File: src/verilog/cache_cfg.svh
`ifndef CACHE_CFG_SVH
`define CACHE_CFG_SVH

// Processor address and word widths
`define CACHE_ADDR_W      16
`define CACHE_DATA_W      16

// Address split of tag and index
`define CACHE_TAG_W       5
`define CACHE_INDEX_W     8

// Four 16-bit words per line
`define CACHE_LINE_WORDS  4

// Busy cycles per memory access
`define MEM_LATENCY       4

`endif

File: src/verilog/cache_pkg.sv
`default_nettype none

`include "cache_cfg.svh"

package cache_pkg;

    typedef struct packed {
        logic [`CACHE_TAG_W-1:0]               tag;       // Upper address bits
        logic [`CACHE_INDEX_W-1:0]             index;     // Line select
        logic [$clog2(`CACHE_LINE_WORDS)-1:0]  word;      // Word in line
        logic                                  byte_bit;  // Always zero here
    } cache_addr_t;

    typedef struct packed {
        logic                      rd;     // One-cycle read strobe
        logic                      wr;     // One-cycle write strobe
        cache_addr_t               addr;
        logic [`CACHE_DATA_W-1:0]  wdata;
    } proc_req_t;

    typedef struct packed {
        logic                      stall;  // Busy with a request
        logic                      done;   // Access finished
        logic                      hit;    // First compare hit
        logic [`CACHE_DATA_W-1:0]  rdata;  // Valid with done on reads
    } proc_resp_t;

    typedef struct packed {
        logic                                  en;         // Array access
        logic                                  wr;         // Write else read
        logic                                  compare;    // Tag compare enable
        logic                                  set_dirty;  // Write hit marks line
        logic                                  fill;       // Refill word from memory
        logic [`CACHE_INDEX_W-1:0]             index;
        logic [`CACHE_TAG_W-1:0]               tag;
        logic [$clog2(`CACHE_LINE_WORDS)-1:0]  word;
        logic [`CACHE_DATA_W-1:0]              wdata;
    } array_cmd_t;

    typedef struct packed {
        logic                      hit;    // Valid and tag match
        logic                      dirty;
        logic                      valid;
        logic [`CACHE_TAG_W-1:0]   tag;    // Stored tag for write-back
        logic [`CACHE_DATA_W-1:0]  rdata;  // Registered read word
    } array_stat_t;

    typedef enum logic [2:0] {
        IDLE,        // Wait for rd or wr
        COMPARE,     // Tag check
        WB_READ,     // Fetch old word from array
        WB_ISSUE,    // Write old word to memory
        FILL_ISSUE,  // Request new word
        FILL_WAIT,   // Wait for rvalid
        DONE         // Respond to processor
    } ctrl_state_e;

endpackage

`default_nettype wire

File: src/verilog/mem_pkg.sv
`default_nettype none

`include "cache_cfg.svh"

package mem_pkg;

    typedef enum logic [1:0] {
        MEM_NOP   = 2'd0,  // No access
        MEM_READ  = 2'd1,
        MEM_WRITE = 2'd2
    } mem_op_e;

    typedef struct packed {
        mem_op_e                   op;     // One-cycle op pulse
        logic [`CACHE_ADDR_W-1:0]  addr;   // Word aligned byte address
        logic [`CACHE_DATA_W-1:0]  wdata;
    } mem_req_t;

    typedef struct packed {
        logic                      busy;    // Access in progress
        logic                      rvalid;  // Read data pulse
        logic [`CACHE_DATA_W-1:0]  rdata;
    } mem_resp_t;

endpackage

`default_nettype wire

File: src/verilog/cache_ctrl_fsm.sv
`timescale 1ns/10ps
`default_nettype none

`include "cache_cfg.svh"

module cache_ctrl_fsm (
    input  wire logic                  clk,
    input  wire logic                  arst_n,
    input  wire cache_pkg::proc_req_t  proc_req,    // Processor strobes
    input  wire cache_pkg::array_stat_t array_stat, // Tag and data status
    input  wire mem_pkg::mem_resp_t    mem_resp,    // Memory busy and rvalid
    output cache_pkg::proc_resp_t      proc_resp,
    output cache_pkg::array_cmd_t      array_cmd,
    output mem_pkg::mem_req_t          mem_req
);

    import cache_pkg::*;
    import mem_pkg::*;

    localparam int unsigned WSEL_W = $clog2(`CACHE_LINE_WORDS);

    ctrl_state_e        state, nxt_state;
    proc_req_t          req_q;      // Latched request
    logic               hit_q;      // Hit of first compare
    logic [WSEL_W-1:0]  word_cnt;   // Write-back and fill word
    logic               word_adv;   // Step word_cnt
    logic               accept;     // New request taken
    logic               last_word;
    cache_addr_t        wb_addr;    // Old line address
    cache_addr_t        fill_addr;  // New line address

    assign accept    = (state == IDLE || state == DONE) && (proc_req.rd || proc_req.wr);
    assign last_word = (word_cnt == WSEL_W'(`CACHE_LINE_WORDS - 1));
    assign wb_addr   = {array_stat.tag, req_q.addr.index, word_cnt, 1'b0};  // Stored tag
    assign fill_addr = {req_q.addr.tag, req_q.addr.index, word_cnt, 1'b0};

    always_comb begin
        nxt_state       = state;
        word_adv        = 1'b0;
        array_cmd       = '0;
        array_cmd.index = req_q.addr.index;  // Line of the request throughout
        array_cmd.tag   = req_q.addr.tag;
        array_cmd.word  = req_q.addr.word;
        array_cmd.wdata = req_q.wdata;
        mem_req         = '0;
        mem_req.op      = MEM_NOP;
        case (state)
            IDLE, DONE: begin
                if (accept) begin
                    nxt_state = COMPARE;
                end else begin
                    nxt_state = IDLE;
                end
            end
            COMPARE: begin
                array_cmd.en      = 1'b1;
                array_cmd.compare = 1'b1;
                if (array_stat.hit) begin
                    array_cmd.wr        = req_q.wr;  // Write hit stores word
                    array_cmd.set_dirty = req_q.wr;
                    nxt_state           = DONE;      // Read word lands next edge
                end else if (array_stat.valid && array_stat.dirty) begin
                    nxt_state = WB_READ;             // Evict old line first
                end else begin
                    nxt_state = FILL_ISSUE;
                end
            end
            WB_READ: begin
                array_cmd.en   = 1'b1;               // Read old word
                array_cmd.word = word_cnt;
                nxt_state      = WB_ISSUE;
            end
            WB_ISSUE: begin
                if (!mem_resp.busy) begin
                    mem_req.op    = MEM_WRITE;
                    mem_req.addr  = wb_addr;
                    mem_req.wdata = array_stat.rdata;  // Word from WB_READ
                    word_adv      = 1'b1;
                    if (last_word) begin
                        nxt_state = FILL_ISSUE;        // Counter wraps to word 0
                    end else begin
                        nxt_state = WB_READ;
                    end
                end
            end
            FILL_ISSUE: begin
                if (!mem_resp.busy) begin            // Last write may still run
                    mem_req.op   = MEM_READ;
                    mem_req.addr = fill_addr;
                    nxt_state    = FILL_WAIT;
                end
            end
            FILL_WAIT: begin
                if (mem_resp.rvalid) begin
                    array_cmd.en    = 1'b1;
                    array_cmd.wr    = 1'b1;
                    array_cmd.fill  = 1'b1;          // Last word validates line
                    array_cmd.word  = word_cnt;
                    array_cmd.wdata = mem_resp.rdata;
                    word_adv        = 1'b1;
                    if (last_word) begin
                        nxt_state = COMPARE;         // Now hits
                    end else begin
                        nxt_state = FILL_ISSUE;
                    end
                end
            end
            default: begin
                nxt_state = IDLE;
            end
        endcase
    end

    always_ff @(posedge clk or negedge arst_n) begin
        if (!arst_n) begin
            state    <= IDLE;
            hit_q    <= 1'b0;
            word_cnt <= '0;
        end else begin
            state <= nxt_state;
            if (accept) begin
                hit_q <= 1'b1;                       // Cleared on first miss
            end else if (state == COMPARE && !array_stat.hit) begin
                hit_q <= 1'b0;
            end
            if (accept) begin
                word_cnt <= '0;
            end else if (word_adv) begin
                word_cnt <= word_cnt + 1'b1;
            end
        end
    end

    always_ff @(posedge clk) begin
        if (accept) begin
            req_q <= proc_req;                       // Sampled at strobe edge
        end
    end

    assign proc_resp.stall = (state != IDLE) && (state != DONE);
    assign proc_resp.done  = (state == DONE);
    assign proc_resp.hit   = hit_q;
    assign proc_resp.rdata = array_stat.rdata;      // Read from COMPARE

endmodule

`default_nettype wire

File: config.mk
export PLATFORM = sky130hd
export DESIGN_NAME = cache_ctrl_fsm
export DESIGN_NICKNAME = d
export VERILOG_FILES = /design/src/verilog/cache_pkg.sv /design/src/verilog/mem_pkg.sv /design/src/verilog/cache_ctrl_fsm.sv
export VERILOG_INCLUDE_DIRS = /design/src /design/src/verilog
export SDC_FILE = /design/constraint.sdc
export NUM_CORES = 1
export LEC_CHECK = 0
export BUFFER_PORTS_ARGS = -buffer_cell sky130_fd_sc_hd__buf_2
export CORE_MARGIN = 5
export CORE_UTILIZATION = 25
export CTS_CLUSTER_SIZE = 20
export DETAILED_ROUTE_END_ITERATION = 10
export GPL_TIMING_DRIVEN = 0
export HOLD_SLACK_MARGIN = 0.06
export PLACE_DENSITY = 0.62
export SLEW_MARGIN = 20
export SYNTH_ARGS = -nofsm -noshare
export SYNTH_HDL_FRONTEND = slang
export SYNTH_SLANG_ARGS = --single-unit
File: constraint.sdc
create_clock -name clk -period 2.81 [get_ports clk]
set_clock_uncertainty 0.05 [all_clocks]
set_input_delay 0 -clock clk [delete_from_list [all_inputs] [get_ports clk]]
set_output_delay 0 -clock clk [all_outputs]
set_load 0.05 [all_outputs]
==> impl_metrics.py, run 1 <==
metrics = {
    "cells_and_area": {
        "fin_util": 0.419,
        "instances_no_fill": 539,
        "antenna_cells": 0,
        "layout.nets": 511,
        "area_growth_pct": 63.8,
        "layout-drive-gt1-share": 0.513,
    },
    "synth": {
        "synthesis.nets": 303,
        "synth_compound_area_frac": 0.0796,
        "synthFlopType": "edfxtp_1",
        "synth_fa_ha_area_frac": 0.0158,
        "postSynthRegisterBits": 38,
        "synth_edf_count": 32,
        "synthCells": 223,
        "synth_simple_gate_area_share": 0.261,
        "synth_top_family_by_area": "simple AND/OR/NAND/NOR gates",
        "syn_area_per_cell_um2": 9.94,
        "synthTopCellsByArea": "edfxtp_1, buf_4, nand2_1",
        "synthArstFlopShare": 0.158,
        "ys_seq_area_frac": 0.501,
        "yosysWarningCount": 0,
        "syn_area_um2": 2220,
        "synth_top_cell_by_area": "edfxtp_1",
        "synthMuxAreaShare": 0.00451,
        "yosys.area.top_type_share": 0.433,
        "synth_xor_area_frac": 0.00395,
        "yosysUniqueCellTypes": 40,
    },
    "critical_path": {
        "r2r_cells": 4,
        "r2r_end": "req_q[12]",
        "crit_required_ps": 2670,
        "r2r_slack_ps": 550,
        "setup.worst_path.end": "req_q[12]",
        "endpoint_kind": "flop",
        "startpoint": "state[2]",
        "worst_r2r_startpoint": "state[2]",
        "crit_fanout": 35,
        "startpoint_type": "flop",
        "cp.arrival_ps": 2120,
        "path_class": "reg -> reg",
    },
    "global_route": {
        "grt_pass1_wl_um": 10900,
        "overflow": 0,
        "grt_pass1_vias": 2315,
        "antenna_found_initial": 0,
        "grt_max_degree": 36,
        "track_usage": 0.119,
    },
    "sta": {
        "rsz0062_at_grt": "false",
        "tns_ps": 0,
        "worstMarginPinSlew_ps": 941,
        "hold_viol": 0,
        "setup_viol": 0,
        "fin_crit_sh": 0.804,
        "min_period_ps": 2260,
        "fmax_mhz": 443,
        "slew_violations": 0,
        "maxSlewHeadroom": 0.371,
    },
    "detailed_routing": {
        "post_drt_wl_per_cell_um": 12.5,
        "drt_iter0_drc": 88,
        "dr.pass1.iters": 4,
        "drt-vias-per-instance": 4.21,
        "drc": 0,
        "wl_um": 6730,
        "vias": 2270,
        "ant_nets": 0,
    },
    "power": {
        "peakVddDrop_mv": 0.423,
        "p_leak_uw": 0.00186,
        "p_per_area_nw_per_um2": 879,
    },
    "clocking": {
        "cts_tree": "yes",
        "htree_levels": 2,
        "clkSlewWorstSetupHoldPaths_ps": 70,
        "cts_max_path_buffers": 2,
        "numClockSinks": 38,
        "clkLatencyLatePin_ps": 280,
        "cts_made_buffers": 5,
        "root_buffer": "clkbuf_8",
    },
    "floorplan": {
        "boundaryPins": 167,
        "die_w_um": 104,
        "dieArea_um2": 10900,
        "die_y_um": 104,
        "placementRows": 34,
        "start_util": 0.255,
        "fp.coreArea_um2": 8680,
    },
    "place": {
        "finalWeightedCongestion": 0.824,
        "io_buffers": 164,
        "dpl.hpwl_um": 5150,
        "dp_cells": 495,
    },
    "run": {
        "maxCapViolCount": 0,
    },
    "min_path": {
        "hp-class": "in -> reg",
    },
    "run_status": {
        "status": "completed",
    },
}
-- cell families after synthesis --
| family | after synthesis |
|---|---|
| AOI/OAI and AO/OA | 26 |
| other | 1 |
| adders and majority gates | 3 |
| and+or+nand+nor | 110 |
| DFF | 38 |
| buffers and inverters | 43 |
| xor gates and xnor gates | 1 |
| muxes | 1 |
-- power by group --
group,internal [µW],switching (µW),leakage (µW)
combinational,559,1410,0.00145
sequential,783,75.6,0.000366
clock,169,192,0.0000362
-- critical path: stages (launching register included) --
cell     delay [ps]
dfrtp_1         350
buf_2           170
nor2b_4         160
or3_4           400
nor2_4          750
-- cells in the final DEF (no fill, tap or decap), types with 3 or more instances in the layout --
cell / synthesis / final
nor2b_1: 4 / 4
buf_2: 6 / 170
edfxtp_1: 32 / 32
dfrtp_1: 6 / 6
nand2_1: 55 / 55
a21oi_1: 4 / 4
dlygate4sd3_1: 0 / 37
and2_1: 26 / 26
o21ai_0: 6 / 6
nand2b_1: 3 / 3
buf_4: 33 / 33
nor2_1: 6 / 6
clkbuf_8: 0 / 5
a22o_1: 6 / 6
-- stage by stage --
stage / setup slack [ps] / hold slack, ps / power (µW) / instance area, µm²
final: 551 / 128 / 3190 / 3630
after global routing: 403 / 184 / 3370 / 3630
after CTS: 497 / 125 / 3230 / 3630
after detailed placement: 503 / -212 / 2800 / 3180
after global placement: 517 / -212 / 2790 / 3180
after floorplan: 581 / -346 / 2360 / 2220
-- cell type report --
cell class	instances	area, µm²
buffer	40	283
clock buffer	5	68.8
clock inverter	2	15.0
fill	872	5050
inverter	3	11.3
multi-input combinational	142	817
sequential	38	1110
tap	108	135
timing repair buffer	201	1190
-- what timing repair did --
action	4_1_cts	5_1_grt
endpoints found under the hold margin	42	0
hold buffers	37	0
resized for setup	0	0
buffers inserted	0	0
-- flip-flops by register name (all words and copies together) (netlist names) --
signal     count
array_cmd     13
req_q         19
word_cnt       2
hit_q          1
state          3
-- metal layers --
layer  track usage  wire, µm  vias to the layer above
met3        0.0366       572                        6
met1         0.128      2570                     1025
met5             0         0                        -
met4        0.0305        63                        0
met2         0.223      3520                      106
li1              -         -                     1133
-- Yosys cell counts (3+ instances only) --
cell type   n
nand2_1    55
nor3b_1     3
a22o_1      6
and2_1     26
edfxtp_1   32
buf_2       6
nor2b_1     4
nand2b_1    3
o21ai_0     6
dfrtp_1     6
buf_4      33
nor2_1      6
a21oi_1     4
-- how the worst min path moves through the flow --
stage / slack [ps] / from / cells past startpoint / endpoint
2_1_floorplan: -350 / arst_n / 0 / hit_q
3_3_place_gp: -210 / arst_n / 1 / state[0]
4_1_cts: 120 / array_stat[22] / 5 / state[1]
5_1_grt: 180 / array_stat[21] / 5 / state[1]
6_report: 130 / array_stat[22] / 5 / state[1]
3_5_place_dp: -210 / arst_n / 1 / state[2]
(Power assumes the default switching activity.)
==> inputs of run 2 (changes only) <==
- ABC_AREA: unset -> 1
- clock period: 2.81 -> 2.3 ns (I/O delays scaled with it)
==> impl_metrics.py, run 2 <==
metrics = {
    "clocking": {
        "cts_resized": 0,
        "root_buffer": "clkbuf_8",
        "cts_max_path_buffers": 2,
        "htree_levels": 2,
        "numClockSinks": 38,
        "hold_buffers": 37,
        "clkLatencyLatePin_ps": 280,
        "cts_setup_buffers": 0,
        "clkSlewWorstSetupHoldPaths_ps": 70,
        "cts_made_buffers": 5,
        "cts_tree": "yes",
    },
    "synth": {
        "synth_edf_count": 32,
        "syn_area_per_cell_um2": 8.12,
        "yosysWarningCount": 0,
        "synthesis.nets": 359,
        "yosysUniqueCellTypes": 25,
        "yosys.area.top_type_share": 0.424,
        "ys_seq_area_frac": 0.491,
        "synthCells": 279,
        "yosysMostFrequentCell": "nand2_1",
        "syn_area_um2": 2260,
        "synthArstFlopShare": 0.158,
        "synthTopCellsByArea": "edfxtp_1, nand2_1, buf_4",
        "postSynthRegisterBits": 38,
        "synth_top_cell_by_area": "edfxtp_1",
        "synthFlopType": "edfxtp_1",
        "synth_common_cells": "nand2_1, nor2_1, buf_4",
    },
    "detailed_routing": {
        "dr.pass1.iters": 4,
        "ant_nets": 0,
        "drc": 0,
        "vias": 2438,
        "drt-vias-per-instance": 4.09,
        "post_drt_wl_per_cell_um": 12.0,
        "drt_iter0_drc": 93,
        "wl_um": 7140,
    },
    "floorplan": {
        "start_util": 0.258,
        "placementRows": 34,
        "boundaryPins": 167,
        "die_w_um": 105,
        "fp.coreArea_um2": 8760,
        "dieArea_um2": 11100,
        "die_y_um": 105,
    },
    "sta": {
        "hold_viol": 0,
        "setup_ws_ps": 352,
        "tns_ps": 0,
        "setup_viol": 0,
        "fin_crit_sh": 0.847,
        "maxSlewHeadroom": 0.528,
        "fmax_mhz": 513,
        "rsz0062_at_grt": "false",
        "worstMarginPinSlew_ps": 707,
        "slew_violations": 0,
        "whs_ps": 76.1,
        "min_period_ps": 1950,
    },
    "critical_path": {
        "path_cells": "buf_4 -> inv_2 -> nand2_1 -> nand2_1 -> nand3_2 -> inv_2",
        "cp_top_family": "buffers and inverters",
        "crit_fanout": 33,
        "max_stage_delay_ps": 550,
        "endpoint_kind": "flop",
        "critPathSlowestCell": "inv_2",
        "startpoint_type": "flop",
        "r2r_slack_ps": 350,
        "r2r_cells": 6,
        "path_buf_inv": 3,
        "r2r_end": "req_q[3]",
        "worst_r2r_startpoint": "state[0]",
        "cp.arrival_ps": 1820,
        "crit_required_ps": 2170,
        "path_class": "reg -> reg",
    },
    "global_route": {
        "grt_pass1_vias": 2471,
        "overflow": 0,
        "antenna_found_initial": 1,
        "grt_pass1_wl_um": 11400,
        "track_usage": 0.126,
        "grt_max_degree": 34,
    },
    "run": {
        "maxCapViolCount": 0,
    },
    "run_status": {
        "status": "completed",
    },
    "cells_and_area": {
        "area_growth_pct": 62.2,
        "final_common_cell": "buf_2",
        "final_cell_mix": "buf_2, nand2_1, nor2_1, dlygate4sd3_1, buf_4",
        "layout-drive-gt1-share": 0.461,
        "layout.nets": 567,
        "top_register": "req_q",
        "antenna_cells": 0,
        "largest_reg_flops": 19,
    },
    "power": {
        "p_per_area_nw_per_um2": 1240,
        "peakVddDrop_mv": 0.507,
        "p_leak_uw": 0.00203,
    },
    "place": {
        "finalWeightedCongestion": 0.828,
        "place_ws_ps": 317,
        "io_buffers": 164,
        "dpl.hpwl_um": 5590,
    },
    "min_path": {
        "hp-class": "in -> reg",
        "hold_end": "state[2]",
        "min_from": "array_stat[22]",
        "worstHoldPathCells": 6,
    },
}
==> run 2: cell families (layout without fill, tap and decap cells) <==
family	after synthesis	after routing	synth area share
and+or+nand+nor	169	169	0.310
buffers and inverters	61	270	0.169
DFF	38	38	0.491
AOI/OAI and AO/OA	8	8	0.0177
adders and majority gates	2	2	0.0110
other	1	1	0.00166
==> run 2: how the worst max path moves through the flow <==
stage                        start             to  cells past startpoint
final                     state[0]       req_q[3]                      6
after global routing      state[0]  array_cmd[28]                      6
after CTS                 state[0]  array_cmd[23]                      6
after detailed placement  state[0]  array_cmd[23]                      6
after global placement    state[0]  array_cmd[27]                      6
after floorplan           state[0]  array_cmd[18]                      6
==> run 2: routing by layer <==
metal	global-route usage	up-vias	routed length [µm]
met4	0.0329	2	97
li1	-	1253	-
met5	0	-	7
met1	0.128	1052	2650
met3	0.0425	9	720
met2	0.243	122	3660
==> run 2: report_power, final <==
part | internal (µW) | leakage (µW) | total, µW | switching, µW
combinational | 738 | 0.00161 | 2920 | 2180
sequential | 1070 | 0.000378 | 1190 | 118
clock | 208 | 0.0000426 | 435 | 227
==> run 2: area by class of cell <==
type / instances / area, µm²
inverter: 23 / 86.3
buffer: 38 / 297
tap: 108 / 135
timing repair buffer: 201 / 1190
clock buffer: 6 / 72.6
sequential: 38 / 1110
multi-input combinational: 180 / 771
fill: 882 / 5090
clock inverter: 2 / 8.76
==> run 2: metrics by stage <==
stage | instances | utilization | cell area (µm²) | total power [µW]
2_1_floorplan | 279 | - | 2260 | 3420
3_3_place_gp | 551 | 0.368 | 3220 | 4070
3_5_place_dp | 551 | 0.368 | 3220 | 4090
4_1_cts | 596 | 0.419 | 3670 | 4600
5_1_grt | 596 | 0.419 | 3670 | 4830
6_report | 596 | 0.419 | 3670 | 4550
==> run 2: worst reg2reg max path, cell delays in order, from the launching register on <==
cell and delay (ps):
dfrtp_1 390, buf_4 180, inv_2 90, nand2_1 80, nand2_1 100, nand3_2 130, inv_2 550
==> inputs of run 3 (changes only) <==
- clock period: 2.3 -> 2.04 ns (I/O delays scaled with it)
==> impl_metrics.py, run 3 (synthesis results as in run 2) <==
metrics = {
    "run_status": {
        "status": "completed",
    },
    "cells_and_area": {
        "antenna_cells": 0,
        "top_register": "req_q",
        "largest_reg_flops": 19,
        "final_cell_mix": "buf_2, nand2_1, nor2_1, dlygate4sd3_1, buf_4",
        "fin_util": 0.419,
        "layout.nets": 567,
        "instances_no_fill": 596,
        "area_growth_pct": 62.3,
        "layout-drive-gt1-share": 0.461,
        "design_area_um2": 3670,
        "final_common_cell": "buf_2",
        "fill_cells": 881,
    },
    "global_route": {
        "antenna_found_initial": 1,
        "overflow": 0,
        "grt_pass1_wl_um": 11400,
        "track_usage": 0.126,
        "grt_pass1_vias": 2471,
        "grt_max_degree": 34,
    },
    "place": {
        "io_buffers": 164,
        "dp_cells": 551,
        "dpl.hpwl_um": 5590,
        "finalWeightedCongestion": 0.828,
        "placed_area_um2": 3220,
    },
    "critical_path": {
        "path_class": "reg -> reg",
        "r2r_cells": 7,
        "crit_required_ps": 2210,
        "startpoint_type": "flop",
        "cp.arrival_ps": 2050,
        "endpoint_kind": "flop",
        "crit_fanout": 10,
    },
    "sta": {
        "fmax_mhz": 531,
        "slew_violations": 0,
        "hold_viol": 0,
        "setup_viol": 0,
        "tns_ps": 0,
        "rsz0062_at_grt": "false",
        "min_period_ps": 1880,
        "fin_crit_sh": 0.923,
    },
    "min_path": {
        "hp-class": "in -> reg",
        "worstHoldPathCells": 6,
    },
    "clocking": {
        "htree_levels": 2,
        "clkSlewWorstSetupHoldPaths_ps": 70,
        "root_buffer": "clkbuf_8",
        "cts_tree": "yes",
        "cts_max_path_buffers": 2,
        "cts_setup_buffers": 0,
        "numClockSinks": 38,
        "clkLatencyLatePin_ps": 280,
        "cts_made_buffers": 5,
    },
    "detailed_routing": {
        "ant_nets": 0,
        "wl_um": 7140,
        "drt_iter0_drc": 93,
        "drt-vias-per-instance": 4.10,
        "post_drt_wl_per_cell_um": 12.0,
        "vias": 2446,
        "dr.pass1.iters": 4,
        "drc": 0,
    },
    "floorplan": {
        "die_y_um": 105,
        "boundaryPins": 167,
        "die_w_um": 105,
        "dieArea_um2": 11100,
        "fp.coreArea_um2": 8760,
        "start_util": 0.258,
        "placementRows": 34,
    },
    "run": {
        "maxCapViolCount": 0,
    },
    "power": {
        "p_per_area_nw_per_um2": 1400,
        "p_leak_uw": 0.00203,
        "finalPower_uw": 5130,
        "peakVddDrop_mv": 0.571,
    },
}
run 3: cell counts in the layout (fill, tap and decap cells not counted):
No cell type changed its count.
run 3: power by group:
group	total [µW]	switching (µW)	internal, µW
Clock	490	255	235
Sequential	1340	132	1210
Combinational	3300	2470	835
run 3: repair_timing:
action                     CTS  global route
hold buffers                37             0
hold endpoints to repair    40             0
resized for setup            0             2
setup endpoints to repair    0            32
run 3: critical path: stages, from the launching register on:
cell and delay, ps:
dfrtp_1 450, buf_6 170, inv_2 80, nand3_1 190, o21ai_0 210, nand2_1 70
nand2_1 60, dlygate4sd3_1 550
run 3: final cells by class:
class                      instances  area [µm²]  area share
timing repair buffer             201        1190       0.324
sequential                        38        1110       0.302
multi-input combinational        180         771       0.210
buffer                            38         297      0.0807
tap                              108         135      0.0368
inverter                          23        88.8      0.0242
clock buffer                       6        72.6      0.0197
clock inverter                     2        8.76     0.00238
run 3: final timing paths:
path	start	endpoint	slack [ps]
min in group asynchronous	arst_n	word_cnt[1]	640
max in group asynchronous	arst_n	state[0]	1060
setup reg to reg	state[2]	state[1]	160
setup / recovery	state[2]	state[1]	160
hold reg to reg	hit_q	hit_q	460
hold / removal	array_stat[22]	state[2]	80
run 3: metal layers:
layer,up-vias,part of all wire,GRT usage
li1,1255,-,-
met1,1057,0.37,0.128
met2,123,0.51,0.243
met3,9,0.10,0.0425
met4,2,0.013,0.0329
met5,-,0.00098,0
run 3: through the flow:
step	hold WS, ps	setup WS, ps
2_1_floorplan	-346	59.1
3_3_place_gp	-213	-345
3_5_place_dp	-208	57.1
4_1_cts	73.9	41.3
5_1_grt	103	1.98
6_report	75.8	158
